$ cat config.mk
export PLATFORM = sky130hd
export DESIGN_NAME = coef_fifo
export DESIGN_NICKNAME = d
export VERILOG_FILES = /design/src/hw/gat_attn_pkg.sv /design/src/hw/coef_fifo.sv
export VERILOG_INCLUDE_DIRS = /design/src /design/src/hw
export SDC_FILE = /design/constraint.sdc
export NUM_CORES = 1
export LEC_CHECK = 0
export ABC_CLOCK_PERIOD_IN_PS = 7400
export BUFFER_PORTS_ARGS = -buffer_cell sky130_fd_sc_hd__buf_2
export CAP_MARGIN = 30
export CORE_MARGIN = 2
export CORE_UTILIZATION = 50
export DETAILED_ROUTE_END_ITERATION = 8
export PLACE_DENSITY_LB_ADDON = 0.1
export SYNTH_ARGS = -nofsm -noshare
export SYNTH_HDL_FRONTEND = slang
export SYNTH_SLANG_ARGS = --single-unit
$ cat constraint.sdc
create_clock -name clk -period 7.4 [get_ports clk]
set_clock_uncertainty 0.2 [all_clocks]
set_input_delay 0.37 -clock clk [delete_from_list [all_inputs] [get_ports clk]]
set_output_delay 0.37 -clock clk [all_outputs]
set_load 0.01 [all_outputs]
$ cat src/hw/gat_attn_defs.svh
// ====================
// Sizing for the GAT attention-coefficient stage.
// Included by the package and every RTL file. The feature count
// must stay a power of two and GAT_TREE_STAGES must track it.
// ====================

`ifndef GAT_ATTN_DEFS_SVH
`define GAT_ATTN_DEFS_SVH

// Features per WH row, power of two only
`define GAT_NUM_FEAT     8

// Element widths, both signed
`define GAT_DATA_W       8
`define GAT_WH_W         12

// 20-bit products, 8 of them summed
`define GAT_SUM_W        23
`define GAT_NODE_W       8

// Coefficient scaling and buffering
`define GAT_COEF_SHIFT   6
`define GAT_FIFO_DEPTH   16

// Multiply stage plus log2(GAT_NUM_FEAT) adder levels
`define GAT_TREE_STAGES  4

`endif

$ cat src/hw/gat_attn_pkg.sv
// ====================
// Shared types for the attention-coefficient stage.
// Referenced by scoped name from the RTL and testbench.
// ====================

`include "gat_attn_defs.svh"

package gat_attn_pkg;

  // Single elements, interpreted as signed where used
  typedef logic [`GAT_DATA_W-1:0] attn_elem_t;
  typedef logic [`GAT_WH_W-1:0]   wh_elem_t;

  // One half of the attention vector
  // Element i of a loaded half weights WH feature N-1-i
  typedef attn_elem_t [`GAT_NUM_FEAT-1:0] attn_vec_t;

  // Full vector as loaded, source half in the upper field
  typedef struct packed {
    attn_vec_t src;
    attn_vec_t nbr;
  } attn_full_t;

  // Feature k of a row sits in feat[k]
  typedef wh_elem_t [`GAT_NUM_FEAT-1:0] wh_feat_t;

  typedef struct packed {
    wh_feat_t                feat;
    logic [`GAT_NODE_W-1:0]  num_node;
    logic                    src_flag;
  } wh_row_t;

  // Row info that rides alongside the dot-product tree
  typedef struct packed {
    logic                    src_flag;
    logic [`GAT_NODE_W-1:0]  num_node;
  } wh_tag_t;

  typedef logic [7:0] coef_t;

endpackage

$ cat src/hw/coef_fifo.sv
// ====================
// Show-ahead coefficient FIFO.
// Head entry is always on dout_o while vld_o is high. A write into a
// full FIFO is dropped and latches overflow_o until reset, unless a
// pop in the same cycle frees the slot.
// ====================

`timescale 1ns/1ps

`include "gat_attn_defs.svh"

module coef_fifo (
  input  logic                 clk,
  input  logic                 rst_n,
  input  logic                 wr_i,
  input  gat_attn_pkg::coef_t  din_i,
  input  logic                 pop_i,
  output gat_attn_pkg::coef_t  dout_o,
  output logic                 vld_o,
  output logic                 overflow_o
);

  // Depth is a power of two so the pointers wrap on their own
  localparam int DEPTH = `GAT_FIFO_DEPTH;
  localparam int AW    = $clog2(DEPTH);

  gat_attn_pkg::coef_t mem [DEPTH];
  logic [AW-1:0]       wr_ptr_q;
  logic [AW-1:0]       rd_ptr_q;
  logic [AW:0]         count_q;
  logic                full;
  logic                do_pop;
  logic                do_wr;

  assign full   = (count_q == (AW+1)'(DEPTH));
  assign do_pop = pop_i && vld_o;
  assign do_wr  = wr_i && (!full || do_pop);

  always_ff @(posedge clk) begin
    if (do_wr) begin
      mem[wr_ptr_q] <= din_i;
    end
  end

  always_ff @(posedge clk or negedge rst_n) begin
    if (!rst_n) begin
      wr_ptr_q   <= '0;
      rd_ptr_q   <= '0;
      count_q    <= '0;
      overflow_o <= 1'b0;
    end else begin
      if (do_wr) wr_ptr_q <= wr_ptr_q + 1'b1;
      if (do_pop) rd_ptr_q <= rd_ptr_q + 1'b1;
      case ({do_wr, do_pop})
        2'b10:   count_q <= count_q + 1'b1;
        2'b01:   count_q <= count_q - 1'b1;
        default: count_q <= count_q;
      endcase
      // Sticky drop flag
      if (wr_i && !do_wr) overflow_o <= 1'b1;
    end
  end

  assign vld_o  = (count_q != '0);
  assign dout_o = mem[rd_ptr_q];

endmodule

# --- After elaboration in Yosys (flattened, before gate mapping) ---
# Memory sizes are Yosys's and may differ from the RTL's.
# Cells that the tools add are included.
word_totals:
  register_bits: 14
  ram_bits: 128
  in_bits: 12
  out_inout_bits: 10
  wordCells: 23
  mem_count: 1
classes:
  addsub: 4
  n_eq_ne: 3
  mux: 3
  n_reduce_logical: 8
memory_table:
  columns: ["memory", "depth", "width", "read_ports", "rd_clocked_by_memory_dff", "write_ports", "line", "text"]
  rows:
  - ["mem", 16, 8, 1, 0, 1, "coef_fifo.sv:27", "gat_attn_pkg::coef_t mem [DEPTH];"]
ops:
  columns: ["op", "n"]
  rows:
  - ["$pmux 5 s2", 1]
  - ["$add 4x1->4 const B", 2]
  - ["$add 5x1->5 const B", 1]
  - ["$eq 5x5->1 const B", 1]
  - ["$reduce_bool 5->1", 1]
  - ["$sub 5x1->5 const B", 1]
  - ["$logic_and 1x1->1", 3]
  - ["$eq 2x1->1 const B", 1]
  - ["$eq 2x2->1 const B", 1]
  - ["$logic_not 1->1", 2]
  - ["$mux 1", 2]
  - ["$reduce_bool 2->1", 1]
  - ["$logic_or 1x1->1", 1]

# --- Logic depth before layout (Yosys ltp) ---
depth:
  word_depth: 6
  ltp_mapped: 9
  depth_no_buf: 9

# --- Worst setup path after synthesis ---
# No wires, ideal clock.
synth_path:
  path_kind: "register to register"
  startpoint: "register count_q[1]"
  endpoint: "register count_q[4]"
  setup_time_ps: 87
  t_arrival_ps: 2290
  required_time_ps: 7113
  setup_slack_ps: 4824
  stages_incl_launch_ff: 10
  path_buffers: 0
  period_less_slack_ps: 2576
  cell_sequence: "dfrtp_1 nor4_1 nand2b_1 nand3_1 inv_1 ha_1 nand2b_1 a2111o_1 o31a_1 o211ai_1"
synth_via:
  elab_chain_len: 6
synth_lines:
  columns: ["item", "line", "text"]
  rows:
  - ["start: declaration", "coef_fifo.sv:30", "logic [AW:0] count_q;"]
  - ["start signal: assignment", "coef_fifo.sv:55", "2'b10: count_q <= count_q + 1'b1;"]
  - ["start signal: assignment", "coef_fifo.sv:56", "2'b01: count_q <= count_q - 1'b1;"]
  - ["start signal: assignment", "coef_fifo.sv:57", "default: count_q <= count_q;"]
  - ["$reduce_bool 5->1 (*)", "coef_fifo.sv:64", "assign vld_o = (count_q != '0);"]
  - ["net vld_o", "coef_fifo.sv:19", "output logic vld_o,"]
  - ["$logic_and 1x1->1 (*)", "coef_fifo.sv:36", "assign do_pop = pop_i && vld_o;"]
  - ["$logic_or 1x1->1", "coef_fifo.sv:37", "assign do_wr = wr_i && (!full || do_pop);"]
  - ["$logic_and 1x1->1", "coef_fifo.sv:37", null]
  - ["$eq 2x1->1 or $eq 2x2->1 (tied branches)", "coef_fifo.sv:54", "case ({do_wr, do_pop})"]
  - ["$pmux 5 s2 or $reduce_bool 2->1 (tied branches)", null, null]
# The timed path passes the listed nets; every way through them passes the cells marked *.
# A chain may end at the register's enable or synchronous reset.

# --- Worst setup path after layout ---
layout_path:
  startpoint: "register rd_ptr_q[0]"
  endpoint: "output port dout_o[7]"
layout_via:
  elab_chain_len: 1
layout_lines:
  columns: ["item", "line", "text"]
  rows:
  - ["start: declaration", "coef_fifo.sv:29", "logic [AW-1:0] rd_ptr_q;"]
  - ["start signal: assignment", "coef_fifo.sv:53", "if (do_pop) rd_ptr_q <= rd_ptr_q + 1'b1;"]
  - ["$mem_v2 16x8", null, null]
  - ["end: declaration", "coef_fifo.sv:18", "output gat_attn_pkg::coef_t dout_o,"]
# Every way passes these cells.

==> flow_summary_export.csv <==
group,metric,value,unit
pwr,vdd_drop_max,211,uV
timing,setup_viol,0,
grt,grt_pass1_wl,17700,microns
timing,hold_slack,123,ps
logic_synthesis,yosysTopAreaCellShare,66.6,%
pwr,power_density,396,mW/mm^2
critical_path,max_stage_delay,620,ps
critical_path,cp_slowest_cell,"dfrtp_2",
logic_synthesis,synth_top_family_by_area,"multiplexers",
logic_synthesis,synth_edf_count,128,
routing,drt_iter0_drc,195,
timing,worst_pin_slew,1010,ps
logic_synthesis,synthMuxAreaShare,13.5,%
floorplanning,rows,39,
routing,vias,2854,
timing,rsz0062_at_grt,"false",
floorplanning,core,0.0113,sq mm
routing,viasPerCell,5.85,
routing,routed_wirelength,11500,microns
clock_network,clk_path_buf_depth,2,
critical_path,critPathLaunchType,"register",
timing,finalMaxSlewViolations,0,
logic_synthesis,syn-num-nets,321,
logic_synthesis,yosysSeqAreaShare,72.7,%
logic_synthesis,synthAdderAreaFrac,2.08,%
timing,timing.final.ws_setup,4260,ps
clock_network,clock_latency,410,ps
floorplanning,die-area,0.0124,sq mm
logic_synthesis,synth_area_leaders,"edfxtp_1 (67%), mux4_2 (12%), dfrtp_1 (6.1%)",
placement,place_congestion,0.741,
routing,wire_per_inst,23.5,microns
timing,post-route-min-period,3140,ps
critical_path,arrival,2570,ps
min_path,hold_path_depth,3,
final_layout,final_net_count,353,
timing,tns,0,ps
final_layout,antenna_cells,0,
critical_path,reg2regPathDepth,9,
final_layout,drive_gt1_share,27.0,%
grt,grt-ovfl-total,0,
critical_path,crit_required,6830,ps
logic_synthesis,ys_async_sr_fraction,9.86,%
grt,grt_max_degree,33,
grt,grt_pass1_vias,3049,
timing,max_freq,318,MHz
grt,antenna_found_initial,0,
routing,drt_first_pass_iters,4,
final_layout,area_delta_synth_final,14.7,%
clock_network,cts_buffers,17,
routing,remaining_drc_errors,0,
timing,max-slew-margin-rel,32.3,%
logic_synthesis,synth_area,0.00577,sq mm
logic_synthesis,synth-simple-area-share,5.07,%
clock_network,h-tree-depth,4,
logic_synthesis,synth_ff_type,"edfxtp_1",
critical_path,crit_type,"register to output pin",
logic_synthesis,synth_top_area_cell,"edfxtp_1",
clock_network,cts_root_buf,"clkbuf_16",
placement,io_buffers,21,
clock_network,cts_sinks,142,
clock_network,cts_tree,"built",
clock_network,path_clk_slew,50,ps
logic_synthesis,synth_cells,300,
logic_synthesis,synth.distinct_cells,36,
logic_synthesis,synth.avg_cell_area,19.2,sq um
clock_network,post_cts.repair.setup_buffers,0,
timing,hold_viol,0,
logic_synthesis,synthXorXnorAreaFrac,1.37,%
placement,place_ws,4600,ps
run_status,outcome,"complete, no violations",
pwr,leakagePower,2.30,nW
flow_run,cap_violations,0,
final_layout,nFillCells,840,
min_path,hp-class,"primary input to register",
floorplanning,io_pins,22,
pwr,power.total,2.62,mW
routing,drtAntennaViolNets,0,
critical_path,cp_max_fo,23,
critical_path,end_kind,"output pin",
logic_synthesis,synth_seq_cells,142,
placement,hpwl,7250,microns
grt,grt_usage,19.9,%
floorplanning,initial_core_util,51.0,%
critical_path,path_cells,"buf_4, mux4_2, a22oi_1, nand2_1, buf_2",
timing,period_share,42.5,%
floorplanning,die_w,111,microns
logic_synthesis,synth_warnings,0,
floorplanning,die_y,111,microns
logic_synthesis,synth_compound_area_share,3.75,%
cell usage after synthesis (3+ instances only):
cell and number:
edfxtp_1 128, mux4_2 32, a22oi_1 16, dfrtp_1 14, nand2_1 12, and3_1 9, clkbuf_1 8, ha_1 8
xnor2_1 8, inv_1 7, nor2_1 7, and2_1 6, nand3_1 6, buf_2 5, nand2b_1 3, nor4_1 3
metrics by stage:
stage / cells / instance area, sq um / util, %
final: 488 / 6620 / 58.5
after detailed placement: 454 / 6040 / 53.3
after global routing: 488 / 6620 / 58.5
after CTS: 487 / 6620 / 58.4
after global placement: 454 / 6040 / 53.3
after floorplan: 300 / 5770 / -
routing by layer:
metal / share of wire, % / global-route usage (%)
met4: 0.85 / 6.75
met3: 5.0 / 5.55
met1: 43 / 26.9
met2: 51 / 31.8
met5: 0 / 0
flip-flops by register name, summed over array words and instances (netlist names):
name and flops:
count_q 5, mem 128, overflow_o 1, rd_ptr_q 4
wr_ptr_q 4
cells by family after synthesis:
| logic type | after synthesis |
|---|---|
| AO/OA/AOI/OAI | 28 |
| XOR/XNOR | 9 |
| adder cells (fa/ha/maj) | 9 |
| buffers and inverters | 22 |
| flip-flops | 142 |
| multiplexers | 36 |
| AND/OR/NAND/NOR | 54 |
path summary, 6_finish.rpt:
| kind | to | start | slack [ps] |
|---|---|---|---|
| max | dout_o[7] | rd_ptr_q[0]$_DFFE_PN0N_ | 4260 |
| min in group asynchronous | count_q[3]$_DFFE_PN0P_ | rst_n | 190 |
| min | rd_ptr_q[2]$_DFFE_PN0N_ | pop_i | 120 |
| min reg2reg | overflow_o$_DFFE_PN0P_ | overflow_o$_DFFE_PN0P_ | 260 |
| max in group asynchronous | rd_ptr_q[0]$_DFFE_PN0N_ | rst_n | 6540 |
| max reg2reg | count_q[4]$_DFFE_PN0P_ | count_q[1]$_DFFE_PN0P_ | 4540 |
area by class of cell:
type | instances | area, sq um | share of cell area, %
Clock buffer | 24 | 452 | 6.82
Multi-Input combinational cell | 136 | 1500 | 22.6
Timing Repair Buffer | 28 | 160 | 2.42
Tap cell | 143 | 179 | 2.70
Sequential cell | 142 | 4200 | 63.3
Clock inverter | 8 | 115 | 1.74
Inverter | 7 | 26.3 | 0.397
worst max-delay path, delay by kind of cell, from the launching register on:
family / cells / cell delay [ps]
simple gates: 1 / 70
buf+inv: 2 / 640
compound gates: 1 / 260
mux: 1 / 560
flops: 1 / 620
cells in the final DEF (no fill, tap or decap), drive strengths merged, types with 2 or more instances in the layout:
cell / instances
buf: 27
a21oi: 2
bufinv: 3
nor2: 7
a22oi: 16
and3: 9
nand2: 12
dfrtp: 14
xnor2: 8
clkinv: 5
inv: 7
nand2b: 3
nor2b: 2
mux2: 3
nand3: 6
nor4: 3
o211ai: 2
nor3: 2
a22o: 2
and2: 6
edfxtp: 128
ha: 8
clkbuf: 24
a21o: 2
mux4: 32
what timing repair did:
item                                    CTS  global route
endpoints found under the setup margin    0             0
hold endpoints to repair                 14             0
hold buffers                              1             0
gates resized for setup                   0             0
where the power goes:
part | switching (mW) | internal [mW] | total (mW) | leakage [nW]
Combinational | 0.396 | 0.344 | 0.740 | 0.701
Clock | 0.288 | 0.526 | 0.815 | 0.280
Sequential | 0.0803 | 0.988 | 1.07 | 1.32
Total | 0.765 | 1.86 | 2.62 | 2.30
Power figures use the tool's default switching activity.
