===== src/hw/gat_attn_defs.svh =====
// ====================
// Sizing for the GAT attention-coefficient stage.
// Included by the package and every RTL file. The feature count
// must stay a power of two and GAT_TREE_STAGES must track it.
// ====================

`ifndef GAT_ATTN_DEFS_SVH
`define GAT_ATTN_DEFS_SVH

// Features per WH row, power of two only
`define GAT_NUM_FEAT     8

// Element widths, both signed
`define GAT_DATA_W       8
`define GAT_WH_W         12

// 20-bit products, 8 of them summed
`define GAT_SUM_W        23
`define GAT_NODE_W       8

// Coefficient scaling and buffering
`define GAT_COEF_SHIFT   6
`define GAT_FIFO_DEPTH   16

// Multiply stage plus log2(GAT_NUM_FEAT) adder levels
`define GAT_TREE_STAGES  4

`endif


===== src/hw/gat_attn_pkg.sv =====
// ====================
// Shared types for the attention-coefficient stage.
// Referenced by scoped name from the RTL and testbench.
// ====================

`include "gat_attn_defs.svh"

package gat_attn_pkg;

  // Single elements, interpreted as signed where used
  typedef logic [`GAT_DATA_W-1:0] attn_elem_t;
  typedef logic [`GAT_WH_W-1:0]   wh_elem_t;

  // One half of the attention vector
  // Element i of a loaded half weights WH feature N-1-i
  typedef attn_elem_t [`GAT_NUM_FEAT-1:0] attn_vec_t;

  // Full vector as loaded, source half in the upper field
  typedef struct packed {
    attn_vec_t src;
    attn_vec_t nbr;
  } attn_full_t;

  // Feature k of a row sits in feat[k]
  typedef wh_elem_t [`GAT_NUM_FEAT-1:0] wh_feat_t;

  typedef struct packed {
    wh_feat_t                feat;
    logic [`GAT_NODE_W-1:0]  num_node;
    logic                    src_flag;
  } wh_row_t;

  // Row info that rides alongside the dot-product tree
  typedef struct packed {
    logic                    src_flag;
    logic [`GAT_NODE_W-1:0]  num_node;
  } wh_tag_t;

  typedef logic [7:0] coef_t;

endpackage


===== src/hw/dot_tree.sv =====
// ====================
// Pipelined signed dot product.
// Level 0 registers the element products, each later level registers
// pairwise sums. Latency is GAT_TREE_STAGES, one row per cycle,
// with a valid bit and a row tag carried level by level.
// ====================

`timescale 1ns/1ps

`include "gat_attn_defs.svh"

module dot_tree (
  input  logic                          clk,
  input  logic                          rst_n,
  input  logic                          vld_i,
  input  gat_attn_pkg::attn_vec_t       w_i,
  input  gat_attn_pkg::wh_feat_t        x_i,
  input  gat_attn_pkg::wh_tag_t         tag_i,
  output logic                          vld_o,
  output logic signed [`GAT_SUM_W-1:0]  sum_o,
  output gat_attn_pkg::wh_tag_t         tag_o
);

  localparam int N      = `GAT_NUM_FEAT;
  localparam int SUM_W  = `GAT_SUM_W;
  localparam int STAGES = `GAT_TREE_STAGES;

  genvar s, k;
  generate
    for (s = 0; s < STAGES; s++) begin : g_lvl
      // Level s keeps N >> s partial sums
      localparam int W = N >> s;

      logic [W-1:0][SUM_W-1:0] sum_q;
      logic                    vld_q;
      gat_attn_pkg::wh_tag_t   tag_q;

      if (s == 0) begin : g_mul
        // Signed products, sign extended to the full sum width
        always_ff @(posedge clk) begin
          for (int i = 0; i < W; i++) begin
            sum_q[i] <= $signed(w_i[i]) * $signed(x_i[i]);
          end
        end

        always_ff @(posedge clk or negedge rst_n) begin
          if (!rst_n) begin
            vld_q <= 1'b0;
            tag_q <= '0;
          end else begin
            vld_q <= vld_i;
            tag_q <= tag_i;
          end
        end
      end else begin : g_add
        for (k = 0; k < W; k++) begin : g_pair
          always_ff @(posedge clk) begin
            sum_q[k] <= g_lvl[s-1].sum_q[2*k] + g_lvl[s-1].sum_q[2*k+1];
          end
        end

        always_ff @(posedge clk or negedge rst_n) begin
          if (!rst_n) begin
            vld_q <= 1'b0;
            tag_q <= '0;
          end else begin
            vld_q <= g_lvl[s-1].vld_q;
            tag_q <= g_lvl[s-1].tag_q;
          end
        end
      end
    end
  endgenerate

  // Last level holds a single sum
  assign vld_o = g_lvl[STAGES-1].vld_q;
  assign sum_o = g_lvl[STAGES-1].sum_q[0];
  assign tag_o = g_lvl[STAGES-1].tag_q;

endmodule


===== src/hw/dmvm.sv =====
// ====================
// Attention coefficient datapath.
// Registers each WH row, runs the source and neighbor dot products,
// holds the source sum per neighborhood and writes
// sat8((ReLU(src + nbr)) >> GAT_COEF_SHIFT) six cycles after the row.
// ====================

`timescale 1ns/1ps

`include "gat_attn_defs.svh"

module dmvm (
  input  logic                     clk,
  input  logic                     rst_n,
  input  logic                     wh_vld_i,
  input  gat_attn_pkg::wh_row_t    wh_i,
  input  gat_attn_pkg::attn_vec_t  a_src_i,
  input  gat_attn_pkg::attn_vec_t  a_nbr_i,
  output logic                     coef_wr_o,
  output gat_attn_pkg::coef_t      coef_o
);

  localparam int SUM_W = `GAT_SUM_W;

  gat_attn_pkg::wh_row_t   row_q;
  logic                    row_vld_q;
  gat_attn_pkg::wh_tag_t   row_tag;

  logic                    src_vld;
  logic signed [SUM_W-1:0] src_sum;
  logic signed [SUM_W-1:0] nbr_sum;
  gat_attn_pkg::wh_tag_t   src_tag;

  logic signed [SUM_W-1:0] src_hold_q;
  logic signed [SUM_W-1:0] src_cur;
  logic signed [SUM_W:0]   comb_sum;
  logic        [SUM_W:0]   shifted;
  gat_attn_pkg::coef_t     coef_d;

  // ====================
  // Input register
  // ====================

  always_ff @(posedge clk or negedge rst_n) begin
    if (!rst_n) begin
      row_vld_q <= 1'b0;
    end else begin
      row_vld_q <= wh_vld_i;
    end
  end

  always_ff @(posedge clk) begin
    row_q <= wh_i;
  end

  assign row_tag.src_flag = row_q.src_flag;
  assign row_tag.num_node = row_q.num_node;

  // Source tree carries the row tag and the valid
  dot_tree u_src_tree (
    .clk   (clk),
    .rst_n (rst_n),
    .vld_i (row_vld_q),
    .w_i   (a_src_i),
    .x_i   (row_q.feat),
    .tag_i (row_tag),
    .vld_o (src_vld),
    .sum_o (src_sum),
    .tag_o (src_tag)
  );

  // Runs in lockstep, so its own valid and tag are not needed
  dot_tree u_nbr_tree (
    .clk   (clk),
    .rst_n (rst_n),
    .vld_i (row_vld_q),
    .w_i   (a_nbr_i),
    .x_i   (row_q.feat),
    .tag_i ('0),
    .vld_o (),
    .sum_o (nbr_sum),
    .tag_o ()
  );

  // ====================
  // Source hold
  // ====================

  always_ff @(posedge clk or negedge rst_n) begin
    if (!rst_n) begin
      src_hold_q <= '0;
    end else if (src_vld && src_tag.src_flag) begin
      src_hold_q <= src_sum;
    end
  end

  // Flagged row uses its own fresh sum
  assign src_cur = src_tag.src_flag ? src_sum : src_hold_q;

  // ====================
  // ReLU, shift, saturate
  // ====================

  always_comb begin
    comb_sum = src_cur + nbr_sum;
    shifted  = comb_sum >> `GAT_COEF_SHIFT;
    if (comb_sum[SUM_W]) begin
      coef_d = '0;
    end else if (|shifted[SUM_W:8]) begin
      coef_d = 8'hff;
    end else begin
      coef_d = shifted[7:0];
    end
  end

  always_ff @(posedge clk or negedge rst_n) begin
    if (!rst_n) begin
      coef_wr_o <= 1'b0;
    end else begin
      coef_wr_o <= src_vld;
    end
  end

  always_ff @(posedge clk) begin
    coef_o <= coef_d;
  end

endmodule


===== config.mk =====
export PLATFORM = sky130hd
export DESIGN_NAME = dmvm
export DESIGN_NICKNAME = d
export VERILOG_FILES = /design/src/hw/gat_attn_pkg.sv /design/src/hw/dot_tree.sv /design/src/hw/dmvm.sv
export VERILOG_INCLUDE_DIRS = /design/src /design/src/hw
export SDC_FILE = /design/constraint.sdc
export NUM_CORES = 2
export LEC_CHECK = 0
export ABC_AREA = 1
export BUFFER_PORTS_ARGS = -buffer_cell sky130_fd_sc_hd__buf_2
export CORE_AREA = 5 5 469 355
export CTS_CLUSTER_DIAMETER = 40
export DETAILED_ROUTE_END_ITERATION = 12
export DIE_AREA = 0 0 474 360
export PLACE_DENSITY = 0.74
export SLEW_MARGIN = 20
export SYNTH_ARGS = -nofsm -noshare
export SYNTH_HDL_FRONTEND = slang
export SYNTH_SLANG_ARGS = --single-unit

===== constraint.sdc =====
create_clock -name clk -period 4.5 [get_ports clk]
set_clock_uncertainty 0.2 [all_clocks]
set_input_delay 0.45 -clock clk [delete_from_list [all_inputs] [get_ports clk]]
set_output_delay 0.45 -clock clk [all_outputs]
set_load 0.05 [all_outputs]

# Word level (Yosys, flattened, before mapping)
# Index checks and enable logic that the tools add are counted.
totals:
  register_bits: 828
op_classes:
  addsub: 15
  mul: 16
  muxes: 2
  reduce_logical: 2
op_table:
  columns: ["op", "count"]
  rows:
  - ["23-bit adder", 14]
  - ["8-bit by 12-bit multiplier with 20-bit output", 16]
  - ["23-bit by 23-bit adder with 24-bit output", 1]
  - ["23-bit 2-to-1 mux", 1]
  - ["10-bit OR reduction", 1]
  - ["8-bit 2-to-1 mux", 1]
  - ["1-bit logical AND", 1]

# Depth between registers and ports, before layout
depth:
  word_depth: 4
  depth_mapped: 26

# Cells and area by module
# A second synthesis with hierarchy kept.
hier_totals:
  hier_cells: 14266
  area_unflattened_um2: 100970.6
by_module_without_submodules:
  columns: ["mod", "n_inst", "cells_each", "area_each_um2", "seq_area_each_um2"]
  rows:
  - ["dot_tree (u_src_tree)", 1, 6840, 48023.6, 7247.0]
  - ["dot_tree (u_nbr_tree)", 1, 6860, 47914.7, 7247.0]
  - ["dmvm", 1, 566, 5032.3, 2887.8]

# Worst setup path after synthesis
# Ideal clock, no wire load.
synth_timing:
  path_type: "reg-to-reg"
  start: "register row_q[98] (netlist name)"
  end: "register u_src_tree.g_lvl[0].sum_q[177] (netlist name)"
  arrival_ns: 4.336
  required_time_ns: 4.180
  setup_slack_ns: -0.155
  stages_incl_launch_ff: 21
  path_buffers: 2
  period_less_slack_ns: 4.655
  cell_sequence: "dfxtp_1 > clkbuf_1 > clkbuf_1 > nand2_1 > fa_1 > fa_1 > inv_1 > fa_1 > inv_1 > fa_1 > inv_1 > ha_1 > a21oi_1 > o21ai_1 > a21oi_1 > o21bai_1 > a21oi_1 > o21ai_1 > nand2_1 > nand2_1 > xor2_1"
synth_via:
  elab_chain_len: 1
synth_lines:
  columns: ["element", "line_no", "rtl"]
  rows:
  - ["start, declared", "dmvm.sv:25", "gat_attn_pkg::wh_row_t row_q;"]
  - ["start signal, assigned", "dmvm.sv:53", "row_q <= wh_i;"]
  - ["8-bit by 12-bit multiplier with 20-bit output", "dot_tree.sv:42", "sum_q[i] <= $signed(w_i[i]) * $signed(x_i[i]);"]
  - ["end signal, assigned by index", "dot_tree.sv:42", null]
  - ["end, declared", "dot_tree.sv:34", "logic [W-1:0][SUM_W-1:0] sum_q;"]
# Every way passes these cells.
# A chain may end at the register's enable or synchronous reset.

# Final worst setup path
layout_timing:
  start: "register row_q[99] (netlist name)"
  end: "register u_src_tree.g_lvl[0].sum_q[182] (netlist name)"
# Same word-level chain as after synthesis.

==> flow_summary.json <==
{
  "crit_fanout": 6,
  "syn_inst": 10800,
  "post_synth_num_cell_types": 51,
  "num_rows": 128,
  "antenna_found_initial": 12,
  "gp_congestion": 0.929,
  "synth_seq_cells": 780,
  "placed_cells": 13700,
  "cp-end-kind": "flip-flop",
  "cap_viol_max_count": 0,
  "worstPathArrival_ns": 4.90,
  "synthTopCellsByArea": "fa_1, dfxtp_1, ha_1",
  "power_uw": 81200,
  "criticalPathCategory": "reg -> reg",
  "drt-vias-per-instance": 5.05,
  "grt_max_degree": 46,
  "fin_cells": 14100,
  "violations": "negative setup slack",
  "synth_area_leader_cell": "fa_1",
  "clk_pin_slew_ns": 0.06,
  "fin_nets": 14300,
  "min_period_ns": 4.51,
  "mostFrequentLayoutCells": "inv_1, nand2_1, fa_1",
  "rsz0062_at_grt": "yes",
  "required_ns": 4.89,
  "fmax_mhz": 222,
  "seq_area_frac_synth_pct": 17.9,
  "io_pins": 245,
  "via_count": 71200,
  "start_kind": "flip-flop",
  "die_area_um2": 171000,
  "placed_area_um2": 97500,
  "drive_gt1_share_pct": 14.9,
  "grt_remaining_overflow": 0,
  "syn_area_um2": 88200,
  "htree_levels": 3,
  "cts_buffer_depth": 3,
  "ys_warn_count": 0,
  "ant_nets": 0,
  "die_w_um": 474,
  "insertion_delay_ns": 0.72,
  "synth_nets": 13300,
  "cts_made_buffers": 109,
  "power_density_nw_per_um2": 774,
  "numClockSinks": 780,
  "tightest_slew_ns": 0.776,
  "slew_headroom_pct": 48.3,
  "port_buffers": 236,
  "netlist.area_leader.share_pct": 29.0,
  "wirelength_um": 227000,
  "area_growth_pct": 18.9,
  "fin_area_um2": 105000,
  "worstHoldPathType": "in -> reg",
  "dpl.hpwl_um": 188000,
  "start_util_pct": 54.7,
  "cts_root_buf": "clkbuf_16",
  "layout_setup_ws_ns": -0.00774,
  "pre_cts_slack_ns": -0.261,
  "dr.pass1.iters": 6,
  "tritoncts": "yes",
  "drt_iter0_markers": 5100,
  "setup_viol": 1,
  "avgSynthCellArea_um2": 8.14,
  "wire_per_inst_um": 16.1,
  "power.leakage_uw": 0.0594,
  "die_h_um": 360,
  "coreArea_um2": 161000,
  "finalHoldViolCount": 0,
  "track_usage_pct": 26.4,
  "ir_drop_v": 0.000494,
  "slew_violations": 0,
  "outcome": "finished with violations",
  "nFillCells": 13000,
  "grt_pass1_vias": 72900,
  "period_share_pct": 100,
  "final_common_cell": "inv_1",
  "grt_pass1_wl_um": 369000,
  "drc": 0,
  "finalHoldWorstSlack_ns": 0.0716
}
-- critical path: stages, from the launching register on --
cell and delay [ns]:
dfxtp_4 0.35, buf_4 0.14, clkbuf_16 0.15, buf_4 0.15, nor2_1 0.15, fa_1 0.45
fa_1 0.46, fa_1 0.50, inv_1 0.05, fa_1 0.48, inv_1 0.05, ha_1 0.35
nand2_1 0.18, o21ai_0 0.44, a221oi_4 0.13, xor2_1 0.19
-- metrics by stage --
step                      setup TNS (ns)  util [%]
after floorplan                        0         -
after global placement             -3.23      60.4
after detailed placement           -8.09      60.4
after CTS                              0      63.5
after global routing               -1.39      65.0
final                           -0.00774      65.0
-- sequential cells by signal (all words and copies together) (netlist names) --
register,cells
coef_o,8
coef_wr_o,1
row_q,97
row_vld_q,1
src_hold_q,23
u_nbr_tree.g_lvl.sum_q,298
u_nbr_tree.sum_o,23
u_src_tree.g_lvl.sum_q,298
u_src_tree.g_lvl.tag_q,3
u_src_tree.g_lvl.vld_q,3
u_src_tree.sum_o,23
u_src_tree.tag_o,1
u_src_tree.vld_o,1
-- cells in the mapped netlist, drive strengths merged --
library cell	count
a211oi	4
a21boi	42
a21o	34
a21oi	539
a221oi	16
a311oi	1
a31oi	54
a41oi	1
and2	6
clkbuf	307
dfrtp	33
dfxtp	747
fa	1278
ha	906
inv	2926
mux2	1
nand2	2211
nand3	167
nand3b	13
nand4	28
nor2	351
nor3	59
nor3b	13
nor4	18
o2111ai	2
o211a	1
o211ai	4
o21a	16
o21ai	382
o21bai	42
o221ai	1
o31ai	22
o41ai	1
or2	4
xnor2	246
xor2	359
-- layer usage --
metal	GRT usage, %	vias to the layer above	share of wire (%)
met4	6.07	2	2.3
li1	-	34200	-
met3	4.07	330	6.9
met1	38.8	34500	46
met2	41.2	2207	45
met5	0	-	0.0057
-- worst paths after layout --
path / from / end / slack, ns / depth (start not counted)
setup / recovery: row_q[99]$_DFF_P_ / u_src_tree.g_lvl[0].sum_q[182]$_DFF_P_ / -0.008 / 15
hold / removal: a_nbr_i[24] / u_nbr_tree.g_lvl[0].sum_q[69]$_DFF_P_ / 0.07 / 4
setup reg to reg: row_q[99]$_DFF_P_ / u_src_tree.g_lvl[0].sum_q[182]$_DFF_P_ / -0.008 / 15
hold reg to reg: row_vld_q$_DFF_PN0_ / u_src_tree.g_lvl[0].vld_q$_DFF_PN0_ / 0.15 / 0
max in group asynchronous: rst_n / coef_wr_o$_DFF_PN0_ / 3.36 / 2
min in group asynchronous: rst_n / src_hold_q[21]$_DFFE_PN0P_ / 0.23 / 2
-- where the power goes --
group | internal [uW] | leakage [uW] | switching (uW)
clock network | 5150 | 0.00186 | 3690
registers | 10800 | 0.00671 | 1990
logic | 25500 | 0.0508 | 34100
total | 41400 | 0.0594 | 39800
-- cell type report --
class                      count  area [um^2]  area share, %
inverter                    2926        11000           10.5
multi-input combinational   6822        62000           59.1
clock buffer                 124         2850           2.72
clock inverter                80          938          0.894
sequential                   780        15900           15.2
antenna                        4         10.0        0.00954
timing repair buffer        1206         9480           9.03
tap                         2145         2680           2.56
-- kinds of logic (layout without fill, tap and decap cells) --
logic type      count (synthesis)  count (layout)  share of synthesized area, %
compound gates               1162            1162                          7.59
xor+xnor                      605             605                          6.01
fa+ha+maj                    2184            2184                          41.8
buf+inv                      3233            4336                          13.8
flops                         780             780                          17.9
mux                             1               1                        0.0128
other cells                     0               4                             0
simple gates                 2870            2870                          12.9
-- repair_timing --
item	in CTS	in global routing
pin swaps	7	215
hold buffers	111	0
hold endpoints to repair	143	0
setup buffers	3	67
cloned	0	2
endpoints found under the setup margin	55	108
gates resized for setup	46	420
(Power assumes the default switching activity.)
